$ cat config.mk
export PLATFORM = sky130hd
export DESIGN_NAME = rob_top
export DESIGN_NICKNAME = d
export VERILOG_FILES = /design/src/hdl/rob_isa_pkg.sv /design/src/hdl/rob_cfg_pkg.sv /design/src/hdl/rob_top.sv /design/src/hdl/rob_entry_store.sv /design/src/hdl/rob_branch_resolve.sv /design/src/hdl/rob_cdb_arbiter.sv /design/src/hdl/rob_dispatch.sv
export SDC_FILE = /design/constraint.sdc
export NUM_CORES = 1
export LEC_CHECK = 0
export CAP_MARGIN = 10
export CORE_AREA = 2 2 265 463
export DETAILED_ROUTE_END_ITERATION = 12
export DIE_AREA = 0 0 267 465
export DONT_BUFFER_PORTS = 1
export HOLD_SLACK_MARGIN = 0.03
export PLACE_DENSITY = 0.55
export SLEW_MARGIN = 20
export SYNTH_ARGS = -nofsm -noshare
export SYNTH_HDL_FRONTEND = slang
export SYNTH_SLANG_ARGS = --single-unit
$ cat constraint.sdc
create_clock -name clk -period 22.5 [get_ports clk]
set_input_delay 2.25 -clock clk [delete_from_list [all_inputs] [get_ports clk]]
set_output_delay 2.25 -clock clk [all_outputs]
set_load 0.01 [all_outputs]
$ cat src/hdl/rob_isa_pkg.sv
package rob_isa_pkg;

	// rv32i major opcodes seen at dispatch
	typedef enum logic [6:0] {
		op_lui   = 7'b0110111,
		op_auipc = 7'b0010111,
		op_jal   = 7'b1101111,
		op_jalr  = 7'b1100111,
		op_br    = 7'b1100011,
		op_load  = 7'b0000011,
		op_store = 7'b0100011,
		op_imm   = 7'b0010011,
		op_reg   = 7'b0110011
	} opcode_t;

	// reservation station class of an instruction
	typedef enum logic [1:0] {
		unit_alu = 2'd0,
		unit_br  = 2'd1,
		unit_lsq = 2'd2
	} unit_e;

	// completion source slots on the arbiter
	localparam int SRC_ALU = 0;
	localparam int SRC_BR  = 1;
	localparam int SRC_LSQ = 2;

endpackage

$ cat src/hdl/rob_cfg_pkg.sv
package rob_cfg_pkg;

	// default number of entries in the buffer
	localparam int ROB_DEPTH = 8;

	// data and pc width
	localparam int XLEN = 32;

	// entry index that execution units also report back as their tag
	typedef logic [$clog2(ROB_DEPTH)-1:0] rob_tag_t;

	// occupancy from empty up to ROB_DEPTH inclusive
	typedef logic [$clog2(ROB_DEPTH+1)-1:0] rob_cnt_t;

endpackage
$ cat src/hdl/rob_top.sv
`timescale 1ns/1ps

module rob_top #(
	parameter int depth = rob_cfg_pkg::ROB_DEPTH
) (
	input  logic                         clk,
	input  logic                         rst,
	input  logic                         disp_valid_i,
	input  rob_isa_pkg::opcode_t         disp_opcode_i,
	input  logic [rob_cfg_pkg::XLEN-1:0] disp_pc_i,
	input  logic [4:0]                   disp_rd_i,
	input  logic                         disp_pred_taken_i,
	input  logic [rob_cfg_pkg::XLEN-1:0] disp_target_i,
	input  logic                         stall_alu_i,
	input  logic                         stall_br_i,
	input  logic                         stall_lsq_i,
	output logic                         disp_ready_o,
	output rob_cfg_pkg::rob_tag_t        disp_tag_o,
	output logic                         load_alu_o,
	output logic                         load_br_o,
	output logic                         load_lsq_o,
	output logic                         reg_write_o,
	input  logic                         alu_valid_i,
	input  rob_cfg_pkg::rob_tag_t        alu_tag_i,
	input  logic [rob_cfg_pkg::XLEN-1:0] alu_data_i,
	output logic                         alu_ready_o,
	input  logic                         br_valid_i,
	input  rob_cfg_pkg::rob_tag_t        br_tag_i,
	input  logic [rob_cfg_pkg::XLEN-1:0] br_data_i,
	input  logic                         br_taken_i,
	output logic                         br_ready_o,
	input  logic                         lsq_valid_i,
	input  rob_cfg_pkg::rob_tag_t        lsq_tag_i,
	input  logic [rob_cfg_pkg::XLEN-1:0] lsq_data_i,
	output logic                         lsq_ready_o,
	output logic                         commit_valid_o,
	output logic [4:0]                   commit_rd_o,
	output logic [rob_cfg_pkg::XLEN-1:0] commit_data_o,
	output logic                         commit_reg_write_o,
	output logic                         flush_o,
	output logic [rob_cfg_pkg::XLEN-1:0] flush_pc_o
);
	import rob_cfg_pkg::*;
	import rob_isa_pkg::*;

	logic            full;
	logic            alloc;
	logic [2:0]      req;
	logic [2:0]      gnt;
	rob_tag_t        src_tag [3];
	logic [XLEN-1:0] src_data [3];
	logic            wr_valid;
	rob_tag_t        wr_tag;
	logic [XLEN-1:0] wr_data;
	logic            wr_is_br;
	logic            wr_taken;
	opcode_t         ent_opcode;
	logic [XLEN-1:0] ent_pc;
	logic            ent_pred;
	logic [XLEN-1:0] ent_target;
	logic [XLEN-1:0] res_data;
	logic            res_redirect;
	logic [XLEN-1:0] res_pc;

	assign req[SRC_ALU]      = alu_valid_i;
	assign req[SRC_BR]       = br_valid_i;
	assign req[SRC_LSQ]      = lsq_valid_i;
	assign src_tag[SRC_ALU]  = alu_tag_i;
	assign src_tag[SRC_BR]   = br_tag_i;
	assign src_tag[SRC_LSQ]  = lsq_tag_i;
	assign src_data[SRC_ALU] = alu_data_i;
	assign src_data[SRC_BR]  = br_data_i;
	assign src_data[SRC_LSQ] = lsq_data_i;
	assign alu_ready_o       = gnt[SRC_ALU];
	assign br_ready_o        = gnt[SRC_BR];
	assign lsq_ready_o       = gnt[SRC_LSQ];

	rob_dispatch u_dispatch (
		.disp_valid_i  (disp_valid_i),
		.disp_opcode_i (disp_opcode_i),
		.stall_alu_i   (stall_alu_i),
		.stall_br_i    (stall_br_i),
		.stall_lsq_i   (stall_lsq_i),
		.full_i        (full),
		.flush_i       (flush_o),
		.disp_ready_o  (disp_ready_o),
		.alloc_o       (alloc),
		.load_alu_o    (load_alu_o),
		.load_br_o     (load_br_o),
		.load_lsq_o    (load_lsq_o),
		.reg_write_o   (reg_write_o)
	);

	rob_cdb_arbiter #(
		.depth (depth)
	) u_arbiter (
		.clk        (clk),
		.rst        (rst),
		.req_i      (req),
		.tag_i      (src_tag),
		.data_i     (src_data),
		.taken_i    (br_taken_i),
		.gnt_o      (gnt),
		.wr_valid_o (wr_valid),
		.wr_tag_o   (wr_tag),
		.wr_data_o  (wr_data),
		.wr_is_br_o (wr_is_br),
		.wr_taken_o (wr_taken)
	);

	rob_branch_resolve u_resolve (
		.wr_valid_i     (wr_valid),
		.wr_is_br_i     (wr_is_br),
		.wr_data_i      (wr_data),
		.wr_taken_i     (wr_taken),
		.ent_opcode_i   (ent_opcode),
		.ent_pc_i       (ent_pc),
		.ent_pred_i     (ent_pred),
		.ent_target_i   (ent_target),
		.res_data_o     (res_data),
		.res_redirect_o (res_redirect),
		.res_pc_o       (res_pc)
	);

	rob_entry_store #(
		.depth (depth)
	) u_store (
		.clk                (clk),
		.rst                (rst),
		.alloc_i            (alloc),
		.alloc_opcode_i     (disp_opcode_i),
		.alloc_pc_i         (disp_pc_i),
		.alloc_rd_i         (disp_rd_i),
		.alloc_pred_i       (disp_pred_taken_i),
		.alloc_target_i     (disp_target_i),
		.alloc_reg_write_i  (reg_write_o),
		.wr_valid_i         (wr_valid),
		.wr_tag_i           (wr_tag),
		.res_data_i         (res_data),
		.res_redirect_i     (res_redirect),
		.res_pc_i           (res_pc),
		.full_o             (full),
		.tail_o             (disp_tag_o),
		.ent_opcode_o       (ent_opcode),
		.ent_pc_o           (ent_pc),
		.ent_pred_o         (ent_pred),
		.ent_target_o       (ent_target),
		.commit_valid_o     (commit_valid_o),
		.commit_rd_o        (commit_rd_o),
		.commit_data_o      (commit_data_o),
		.commit_reg_write_o (commit_reg_write_o),
		.flush_o            (flush_o),
		.flush_pc_o         (flush_pc_o)
	);

endmodule

$ cat src/hdl/rob_entry_store.sv
`timescale 1ns/1ps

module rob_entry_store #(
	parameter int depth = rob_cfg_pkg::ROB_DEPTH
) (
	input  logic                         clk,
	input  logic                         rst,
	input  logic                         alloc_i,
	input  rob_isa_pkg::opcode_t         alloc_opcode_i,
	input  logic [rob_cfg_pkg::XLEN-1:0] alloc_pc_i,
	input  logic [4:0]                   alloc_rd_i,
	input  logic                         alloc_pred_i,
	input  logic [rob_cfg_pkg::XLEN-1:0] alloc_target_i,
	input  logic                         alloc_reg_write_i,
	input  logic                         wr_valid_i,
	input  rob_cfg_pkg::rob_tag_t        wr_tag_i,
	input  logic [rob_cfg_pkg::XLEN-1:0] res_data_i,
	input  logic                         res_redirect_i,
	input  logic [rob_cfg_pkg::XLEN-1:0] res_pc_i,
	output logic                         full_o,
	output rob_cfg_pkg::rob_tag_t        tail_o,
	output rob_isa_pkg::opcode_t         ent_opcode_o,
	output logic [rob_cfg_pkg::XLEN-1:0] ent_pc_o,
	output logic                         ent_pred_o,
	output logic [rob_cfg_pkg::XLEN-1:0] ent_target_o,
	output logic                         commit_valid_o,
	output logic [4:0]                   commit_rd_o,
	output logic [rob_cfg_pkg::XLEN-1:0] commit_data_o,
	output logic                         commit_reg_write_o,
	output logic                         flush_o,
	output logic [rob_cfg_pkg::XLEN-1:0] flush_pc_o
);
	import rob_cfg_pkg::*;
	import rob_isa_pkg::*;

	// per-entry control flags
	logic [depth-1:0] valid_q;
	logic [depth-1:0] done_q;
	logic [depth-1:0] redir_q;

	// per-entry payload
	opcode_t         opcode_q [depth];
	logic [XLEN-1:0] pc_q [depth];
	logic [4:0]      rd_q [depth];
	logic            pred_q [depth];
	logic [XLEN-1:0] target_q [depth];
	logic            regw_q [depth];
	logic [XLEN-1:0] data_q [depth];
	logic [XLEN-1:0] redir_pc_q [depth];

	rob_tag_t head_q;
	rob_tag_t tail_q;
	rob_cnt_t count_q;
	logic     wr_hit;

	function automatic rob_tag_t ptr_next(rob_tag_t p);
		if (int'(p) == depth - 1)
			return '0;
		return p + 1'b1;
	endfunction

	// completions for stale or empty slots are dropped
	assign wr_hit = wr_valid_i && valid_q[wr_tag_i];

	assign ent_opcode_o = opcode_q[wr_tag_i];
	assign ent_pc_o     = pc_q[wr_tag_i];
	assign ent_pred_o   = pred_q[wr_tag_i];
	assign ent_target_o = target_q[wr_tag_i];

	assign commit_valid_o     = valid_q[head_q] && done_q[head_q];
	assign commit_rd_o        = rd_q[head_q];
	assign commit_data_o      = data_q[head_q];
	assign commit_reg_write_o = regw_q[head_q];
	assign flush_o            = commit_valid_o && redir_q[head_q];
	assign flush_pc_o         = redir_pc_q[head_q];

	// a retiring head frees its slot for a dispatch in the same cycle
	assign full_o = (count_q == rob_cnt_t'(depth)) && !commit_valid_o;
	assign tail_o = tail_q;

	always_ff @(posedge clk) begin
		if (rst || flush_o) begin
			valid_q <= '0;
			done_q  <= '0;
			redir_q <= '0;
			head_q  <= '0;
			tail_q  <= '0;
			count_q <= '0;
		end else begin
			if (wr_hit) begin
				done_q[wr_tag_i]  <= 1'b1;
				redir_q[wr_tag_i] <= res_redirect_i;
			end
			if (commit_valid_o) begin
				valid_q[head_q] <= 1'b0;
				head_q          <= ptr_next(head_q);
			end
			// alloc comes last since it may land on the slot the head just left
			if (alloc_i) begin
				valid_q[tail_q] <= 1'b1;
				done_q[tail_q]  <= 1'b0;
				redir_q[tail_q] <= 1'b0;
				tail_q          <= ptr_next(tail_q);
			end
			count_q <= count_q + rob_cnt_t'(alloc_i) - rob_cnt_t'(commit_valid_o);
		end
	end

	always_ff @(posedge clk) begin
		if (alloc_i) begin
			opcode_q[tail_q] <= alloc_opcode_i;
			pc_q[tail_q]     <= alloc_pc_i;
			rd_q[tail_q]     <= alloc_rd_i;
			pred_q[tail_q]   <= alloc_pred_i;
			target_q[tail_q] <= alloc_target_i;
			regw_q[tail_q]   <= alloc_reg_write_i;
		end
		if (wr_hit) begin
			data_q[wr_tag_i]     <= res_data_i;
			redir_pc_q[wr_tag_i] <= res_pc_i;
		end
	end

endmodule

$ cat src/hdl/rob_branch_resolve.sv
`timescale 1ns/1ps

module rob_branch_resolve (
	input  logic                         wr_valid_i,
	input  logic                         wr_is_br_i,
	input  logic [rob_cfg_pkg::XLEN-1:0] wr_data_i,
	input  logic                         wr_taken_i,
	input  rob_isa_pkg::opcode_t         ent_opcode_i,
	input  logic [rob_cfg_pkg::XLEN-1:0] ent_pc_i,
	input  logic                         ent_pred_i,
	input  logic [rob_cfg_pkg::XLEN-1:0] ent_target_i,
	output logic [rob_cfg_pkg::XLEN-1:0] res_data_o,
	output logic                         res_redirect_o,
	output logic [rob_cfg_pkg::XLEN-1:0] res_pc_o
);
	import rob_cfg_pkg::*;
	import rob_isa_pkg::*;

	logic [XLEN-1:0] pc_plus4;

	assign pc_plus4 = ent_pc_i + XLEN'(4);

	always_comb begin
		res_data_o     = wr_data_i;
		res_redirect_o = 1'b0;
		res_pc_o       = pc_plus4;
		case (ent_opcode_i)
			op_jal: res_data_o = pc_plus4;
			op_jalr: begin
				// link value goes to rd and the computed target becomes the redirect
				res_data_o     = pc_plus4;
				res_redirect_o = wr_valid_i;
				res_pc_o       = wr_data_i;
			end
			op_br: begin
				// taken bit only comes from the branch unit
				res_redirect_o = wr_valid_i && wr_is_br_i && (wr_taken_i != ent_pred_i);
				res_pc_o       = wr_taken_i ? ent_target_i : pc_plus4;
			end
			default: res_redirect_o = 1'b0;
		endcase
	end

endmodule

$ cat src/hdl/rob_cdb_arbiter.sv
`timescale 1ns/1ps

module rob_cdb_arbiter #(
	parameter int depth = rob_cfg_pkg::ROB_DEPTH
) (
	input  logic                           clk,
	input  logic                           rst,
	input  logic [2:0]                     req_i,
	input  rob_cfg_pkg::rob_tag_t          tag_i [3],
	input  logic [rob_cfg_pkg::XLEN-1:0]   data_i [3],
	input  logic                           taken_i,
	output logic [2:0]                     gnt_o,
	output logic                           wr_valid_o,
	output rob_cfg_pkg::rob_tag_t          wr_tag_o,
	output logic [rob_cfg_pkg::XLEN-1:0]   wr_data_o,
	output logic                           wr_is_br_o,
	output logic                           wr_taken_o
);
	import rob_isa_pkg::*;

	logic [1:0] last_q;
	logic [1:0] sel;
	logic       found;

	// search starts at the source after the last winner
	always_comb begin
		int idx;
		gnt_o = '0;
		sel   = last_q;
		found = 1'b0;
		for (int i = 1; i <= 3; i++) begin
			idx = (int'(last_q) + i) % 3;
			if (!found && req_i[idx]) begin
				found = 1'b1;
				sel   = 2'(idx);
			end
		end
		if (found)
			gnt_o[sel] = 1'b1;
	end

	// a tag past the last entry is acked but never written
	assign wr_valid_o = found && (int'(tag_i[sel]) < depth);
	assign wr_tag_o   = tag_i[sel];
	assign wr_data_o  = data_i[sel];
	assign wr_is_br_o = found && (int'(sel) == SRC_BR);
	assign wr_taken_o = taken_i && wr_is_br_o;

	// alu gets first pick out of reset
	always_ff @(posedge clk) begin
		if (rst) begin
			last_q <= 2'(SRC_LSQ);
		end else if (found) begin
			last_q <= sel;
		end
	end

endmodule

$ cat src/hdl/rob_dispatch.sv
`timescale 1ns/1ps

module rob_dispatch (
	input  logic                 disp_valid_i,
	input  rob_isa_pkg::opcode_t disp_opcode_i,
	input  logic                 stall_alu_i,
	input  logic                 stall_br_i,
	input  logic                 stall_lsq_i,
	input  logic                 full_i,
	input  logic                 flush_i,
	output logic                 disp_ready_o,
	output logic                 alloc_o,
	output logic                 load_alu_o,
	output logic                 load_br_o,
	output logic                 load_lsq_o,
	output logic                 reg_write_o
);
	import rob_isa_pkg::*;

	unit_e unit;
	logic  has_rd;
	logic  stalled;

	// station class and destination use of the opcode
	always_comb begin
		unit   = unit_alu;
		has_rd = 1'b1;
		case (disp_opcode_i)
			op_jal, op_jalr: unit = unit_br;
			op_br: begin
				unit   = unit_br;
				has_rd = 1'b0;
			end
			op_load: unit = unit_lsq;
			op_store: begin
				unit   = unit_lsq;
				has_rd = 1'b0;
			end
			default: unit = unit_alu;
		endcase
	end

	// only the target station's stall matters
	always_comb begin
		case (unit)
			unit_br:  stalled = stall_br_i;
			unit_lsq: stalled = stall_lsq_i;
			default:  stalled = stall_alu_i;
		endcase
	end

	// nothing enters while the buffer is being flushed
	assign disp_ready_o = !full_i && !flush_i && !stalled;
	assign alloc_o      = disp_valid_i && disp_ready_o;

	assign load_alu_o  = alloc_o && (unit == unit_alu);
	assign load_br_o   = alloc_o && (unit == unit_br);
	assign load_lsq_o  = alloc_o && (unit == unit_lsq);
	assign reg_write_o = alloc_o && has_rd;

endmodule

==> results of run 1 <==
==> cells in the mapped netlist, drive strengths merged, types with 5 or more instances <==
library cell  number  area [um^2]
a32oi              8         70.1
xnor2             19          166
inv               38          143
nand2            284         1090
a21boi             6         45.0
nand2b            11         68.8
a211o              5         43.8
o21a               8         68.8
and3              25          156
a31oi             38          244
edfxtp          1136        34100
and2               6         37.5
ha                17          213
mux2              79          890
o211ai            38          323
nor2             131          512
nor3              44          241
or3                8         50.1
mux2i             66          664
a21o               7         52.6
a21oi            103          519
nor2b              6         37.5
a211oi            17          128
a221o              6         60.1
nor4              11          124
a221oi             8         93.8
mux4             158         3560
o2111ai           15          138
xor2              11         96.3
a311oi            13          114
o21ai             81          424
o221ai            31          284
or2                5         31.3
clkbuf            77          289
buf               83          405
nand3             50          273
nand3b             5         37.5
nand4             29          194
o22ai             61          394
a22oi             14          119
dfxtp             39          781
o22a               6         52.6
==> sequential cells by signal (all words and copies together) (netlist names), named ones only <==
signal,count
u_store.target_q,256
u_store.data_q,256
u_store.count_q,4
u_store.tail_o,3
u_store.pred_q,8
u_store.head_q,3
u_store.pc_q,256
u_arbiter.last_q,2
u_store.done_q,8
u_store.redir_pc_q,256
u_store.redir_q,8
u_store.rd_q,40
u_store.regw_q,8
u_store.valid_q,8
u_store.opcode_q,56
==> worst paths after layout <==
| kind | slack (ps) | end |
|---|---|---|
| setup / recovery | 14680 | u_store.redir_pc_q[6][21] |
| hold / removal | 500 | u_store.done_q[6] |
| setup reg to reg | 15140 | u_store.redir_pc_q[6][21] |
| hold reg to reg | 500 | u_store.done_q[6] |
==> routing by layer <==
layer  share of wire [%]  up-vias  global-route usage, %
met4                 4.3        4                   9.29
met2                  50     1201                   40.3
met5               0.022        -                      0
li1                    -    11500                      -
met3                 9.5      273                   7.18
met1                  36    14100                   27.2
==> metrics by stage <==
| step | util, % | worst slack, ps |
|---|---|---|
| floorplan | - | 12100 |
| global placement | 41.3 | 14210 |
| detailed placement | 41.3 | 14150 |
| CTS | 44.0 | 14880 |
| global route | 44.0 | 14330 |
| finish | 44.0 | 14680 |
==> final cells by class <==
cell class                      count  area, um^2
Clock inverter                     50         492
Timing Repair Buffer               72         541
Clock buffer                      134        2710
Multi-Input combinational cell   1482       12300
Antenna cell                        1        2.50
Inverter                           38         143
Sequential cell                  1175       34900
Tap cell                         1624        2030
Fill cell                       10500       67600
==> kinds of logic after synthesis <==
kind of cell	Yosys count
simple gates	628
compound gates	503
mux	303
buf+inv	198
flops	1175
fa+ha+maj	18
xor+xnor	30
==> critical path, delay by kind of cell <==
family	cells	cell delay (ps)
buffers and inverters	2	1080
AO/OA/AOI/OAI	5	1840
multiplexers	2	390
XOR/XNOR	1	140
AND/OR/NAND/NOR	5	2420
==> impl_metrics.env, run 1 <==
export IMPL_outcome="finished, final reports clean"
export IMPL_die_area_um2=124000
export IMPL_drv_slew=0
export IMPL_setup_viol=0
export IMPL_cp_data_arrival_time_ps=8230
export IMPL_drt_total_wl_um=146000
export IMPL_synth_seq_area_share_pct=72.9
export IMPL_worstPathRequired_ps=22900
export IMPL_final_common_cell="edfxtp_1"
export IMPL_cts_hold_buf=0
export IMPL_clk_pin_slew_ps=60
export IMPL_clock_latency_ps=720
export IMPL_htree_levels=3
export IMPL_min_path_type="reg -> reg"
export IMPL_cts_setup_buffers=0
export IMPL_yosys_cell_types_count=101
export IMPL_ys_seq_elements=1175
export IMPL_start_kind="input port"
export IMPL_synth_top_family_by_area="multiplexers"
export IMPL_grt_pass1_vias=27300
export IMPL_die_w_um=267
export IMPL_worstReg2RegStart="u_arbiter.last_q[0]"
export IMPL_crit_chain="mux2i_1 -> o21ai_1 -> nand2_1 -> a22oi_4 -> buf_4 -> nand2_2 -> nand2_2 -> buf_4 -> mux4_2 -> o221ai_1 -> a21oi_1 -> nand3_1 -> nor3_1 -> xor2_1 -> o21ai_0"
export IMPL_final_cell_area_um2=53100
export IMPL_finalHoldViolCount=0
export IMPL_hold_depth=2
export IMPL_design_core_area_um2=121000
export IMPL_grt_max_degree=67
export IMPL_max_stage_delay_ps=680
export IMPL_synth_main_ff_cell="edfxtp_1"
export IMPL_synthArstFlopShare_pct=0
export IMPL_gr_total_overflow=0
export IMPL_clock_sinks=1175
export IMPL_areaGrowthSynthToFinish_pct=11.0
export IMPL_root_buffer="clkbuf_16"
export IMPL_synth_xor_area_share_pct=0.549
export IMPL_post_route_period_util_pct=34.8
export IMPL_cts_tree="built"
export IMPL_dp_hpwl_um=95600
export IMPL_wl_per_cell_um=31.9
export IMPL_tightest_slew_ps=1220
export IMPL_yosys_area_share_simple_pct=6.19
export IMPL_final_nets=3081
export IMPL_place_inst=4391
export IMPL_final_cell_mix="edfxtp_1, nand2_1, mux4_2"
export IMPL_end_kind="flop"
export IMPL_cts_buffer_depth=3
export IMPL_synth_adder_area_share_pct=0.486
export IMPL_yosysWarnings=0
export IMPL_finalHoldWorstSlack_ps=503
export IMPL_fin_skew_ps=34.8
export IMPL_synth_nets=3065
export IMPL_ioPinCount=275
export IMPL_synthMuxAreaShare_pct=10.7
export IMPL_drt_iter0_markers=2771
export IMPL_maxCapViolCount=0
export IMPL_postPlaceCellArea_um2=49900
export IMPL_setup_tns_ps=0
export IMPL_cp_slowest_cell="nand3_1"
export IMPL_rsz0062_at_grt="false"
export IMPL_slew_headroom_pct=18.5
export IMPL_final_cells=4576
export IMPL_antenna_left=0
export IMPL_antenna_found_initial=4
export IMPL_viasPerCell=5.91
export IMPL_syn_instance_count=2855
export IMPL_gp_congestion=0.913
export IMPL_crit_type="in -> reg"
export IMPL_cp_startpoint="br_valid_i"
export IMPL_io_buffers=0
export IMPL_grt_pass1_wl_um=205000
export IMPL_synthesis_area_um2=47800
export IMPL_rows=169
export IMPL_min_delay_start="u_store.done_q[6]"
export IMPL_die_h_um=465
export IMPL_cp_max_fo=38
export IMPL_postSynthAreaPerCell_um2=16.8
export IMPL_synth_compound_area_share_pct=7.40
export IMPL_clock_fmax_ghz=0.128
export IMPL_cts_buffers=102
export IMPL_gr_usage_all_layers_pct=23.4
export IMPL_initial_utilization_pct=39.6
export IMPL_drive_gt1_share_pct=18.1
export IMPL_cts_repair_resized=0
export IMPL_rr_worst_depth=17
export IMPL_finalWorstPathRequiredPeriod_ps=7820
export IMPL_synth_edf_count=1136
export IMPL_route_detailed_drc=0
export IMPL_dr_pass1_iters=6
export IMPL_via_count=27000
Power of run 1 is not shown: default switching activity piles up to over one toggle a cycle in this logic, so the estimate is an artifact.
==> run 2, diff against run 1 <==
==> constraint.sdc (replaced) <==
create_clock -name clk -period 7.2 [get_ports clk]
set_input_delay 0.72 -clock clk [delete_from_list [all_inputs] [get_ports clk]]
set_output_delay 0.72 -clock clk [all_outputs]
set_load 0.01 [all_outputs]
==> run 2 against run 1 <==
Compared with the run above: register-to-register slack got worse by 15000 ps; sequential cell count unchanged; first-iteration DRC count decreased by 11%; largest cell class unchanged; highest routed layer is now met4.
==> impl_metrics.env, run 2 (synthesized netlist as in run 1, its figures left out) <==
export IMPL_die_w_um=267
export IMPL_gr_total_overflow=0
export IMPL_cp_data_arrival_time_ps=7110
export IMPL_hold_depth=0
export IMPL_final_common_cell="edfxtp_1"
export IMPL_cts_buffers=103
export IMPL_crit_chain="inv_1 -> ha_1 -> nor2b_1 -> o211ai_2 -> nand2_1 -> a22oi_4 -> buf_4 -> nand2_2 -> nand2_2 -> buf_4 -> o311ai_0 -> a21oi_1 -> nand3_1 -> nor4_2 -> xor2_1 -> o221ai_1"
export IMPL_outcome="finished, final reports clean"
export IMPL_antenna_found_initial=6
export IMPL_areaGrowthSynthToFinish_pct=12.6
export IMPL_crit_type="reg -> reg"
export IMPL_min_path_type="in -> reg"
export IMPL_io_buffers=0
export IMPL_cts_buffer_depth=3
export IMPL_maxCapViolCount=0
export IMPL_final_cell_mix="edfxtp_1, nand2_1, mux4_2"
export IMPL_gp_congestion=0.891
export IMPL_clock_sinks=1175
export IMPL_post_route_period_util_pct=93.8
export IMPL_cts_setup_buffers=0
export IMPL_route_detailed_drc=0
export IMPL_final_nets=3112
export IMPL_ioPinCount=275
export IMPL_slew_headroom_pct=20.1
export IMPL_max_stage_delay_ps=660
export IMPL_rr_worst_depth=16
export IMPL_die_h_um=465
export IMPL_rsz0062_at_grt="false"
export IMPL_viasPerCell=5.87
export IMPL_tightest_slew_ps=1190
export IMPL_end_kind="flop"
export IMPL_worstPathRequired_ps=7550
export IMPL_die_area_um2=124000
export IMPL_clock_latency_ps=730
export IMPL_gr_usage_all_layers_pct=23.4
export IMPL_rows=169
export IMPL_r2r_slack_ps=440
export IMPL_initial_utilization_pct=39.6
export IMPL_via_count=27100
export IMPL_design_core_area_um2=121000
export IMPL_start_kind="flop"
export IMPL_setup_tns_ps=0
export IMPL_antenna_left=0
export IMPL_drt_total_wl_um=146000
export IMPL_wl_per_cell_um=31.6
export IMPL_htree_levels=3
export IMPL_finalHoldViolCount=0
export IMPL_r2r_end="u_store.redir_pc_q[4][31]"
export IMPL_clk_pin_slew_ps=70
export IMPL_clock_fmax_ghz=0.148
export IMPL_dr_pass1_iters=5
export IMPL_hold_end="u_store.target_q[5][12]"
export IMPL_cp_max_fo=49
export IMPL_drt_iter0_markers=2462
export IMPL_root_buffer="clkbuf_16"
export IMPL_drive_gt1_share_pct=19.6
export IMPL_cts_tree="built"
export IMPL_min_delay_start="disp_target_i[12]"
export IMPL_setup_viol=0
export IMPL_finalHoldWorstSlack_ps=82.0
export IMPL_grt_pass1_wl_um=205000
export IMPL_grt_pass1_vias=27500
export IMPL_drv_slew=0
export IMPL_fin_skew_ps=24.0
export IMPL_cp_slowest_cell="buf_4"
export IMPL_worstReg2RegStart="u_arbiter.last_q[0]"
export IMPL_grt_max_degree=131
export IMPL_dp_hpwl_um=97100
export IMPL_finalWorstPathRequiredPeriod_ps=6760
==> run 2: repair_timing <==
item / 4_1_cts / 5_1_grt
setup endpoints to repair: 0 / 0
gates resized for setup: 0 / 0
hold buffers: 1 / 0
endpoints found under the hold margin: 1 / 0
==> run 2: metal layers <==
metal	GRT usage, %	wire length [um]	vias to the layer above
li1	-	-	11500
met4	10.3	6330	0
met5	0	0	-
met3	5.90	12400	259
met1	28.2	54000	14100
met2	39.6	73200	1242
==> run 2: worst max path at each step <==
stage	startpoint	endpoint	cells past startpoint	slack, ps
floorplan	u_store.head_q[2]	u_store.opcode_q[3][0]	11	430
global route	u_arbiter.last_q[0]	u_store.redir_pc_q[4][31]	16	100
global placement	u_arbiter.last_q[0]	u_store.redir_pc_q[2][27]	16	870
detailed placement	u_arbiter.last_q[0]	u_store.redir_pc_q[4][29]	16	600
finish	u_arbiter.last_q[0]	u_store.redir_pc_q[4][31]	16	440
CTS	u_arbiter.last_q[0]	u_store.redir_pc_q[4][27]	16	600
==> run 2: critical path, delay by kind of cell (launching register included) <==
kind	cells	cell delay [ps]
xor+xnor	1	310
compound gates	5	1820
simple gates	6	2350
flops	1	400
fa+ha+maj	1	440
buf+inv	3	1020
==> run 2: cell type report <==
class | instances | area (um^2)
inverters | 38 | 143
clock buffers | 115 | 2690
flip-flops and latches | 1175 | 34900
diodes | 1 | 2.50
fillers | 10400 | 66900
clock inverters | 80 | 820
well taps | 1624 | 2030
repair buffers | 102 | 1010
multi-input cells | 1482 | 12300
==> run 2: stage by stage <==
| step | cell area [um^2] | worst slack, ps | util, % | std cells |
|---|---|---|---|---|
| after floorplan | 47800 | 425 | - | 2855 |
| after global placement | 50300 | 865 | 41.7 | 4419 |
| after detailed placement | 50400 | 604 | 41.7 | 4420 |
| after CTS | 53900 | 599 | 44.6 | 4616 |
| after global routing | 53900 | 99.9 | 44.6 | 4617 |
| final | 53900 | 444 | 44.6 | 4617 |
Power of run 2 is left out for the same reason.
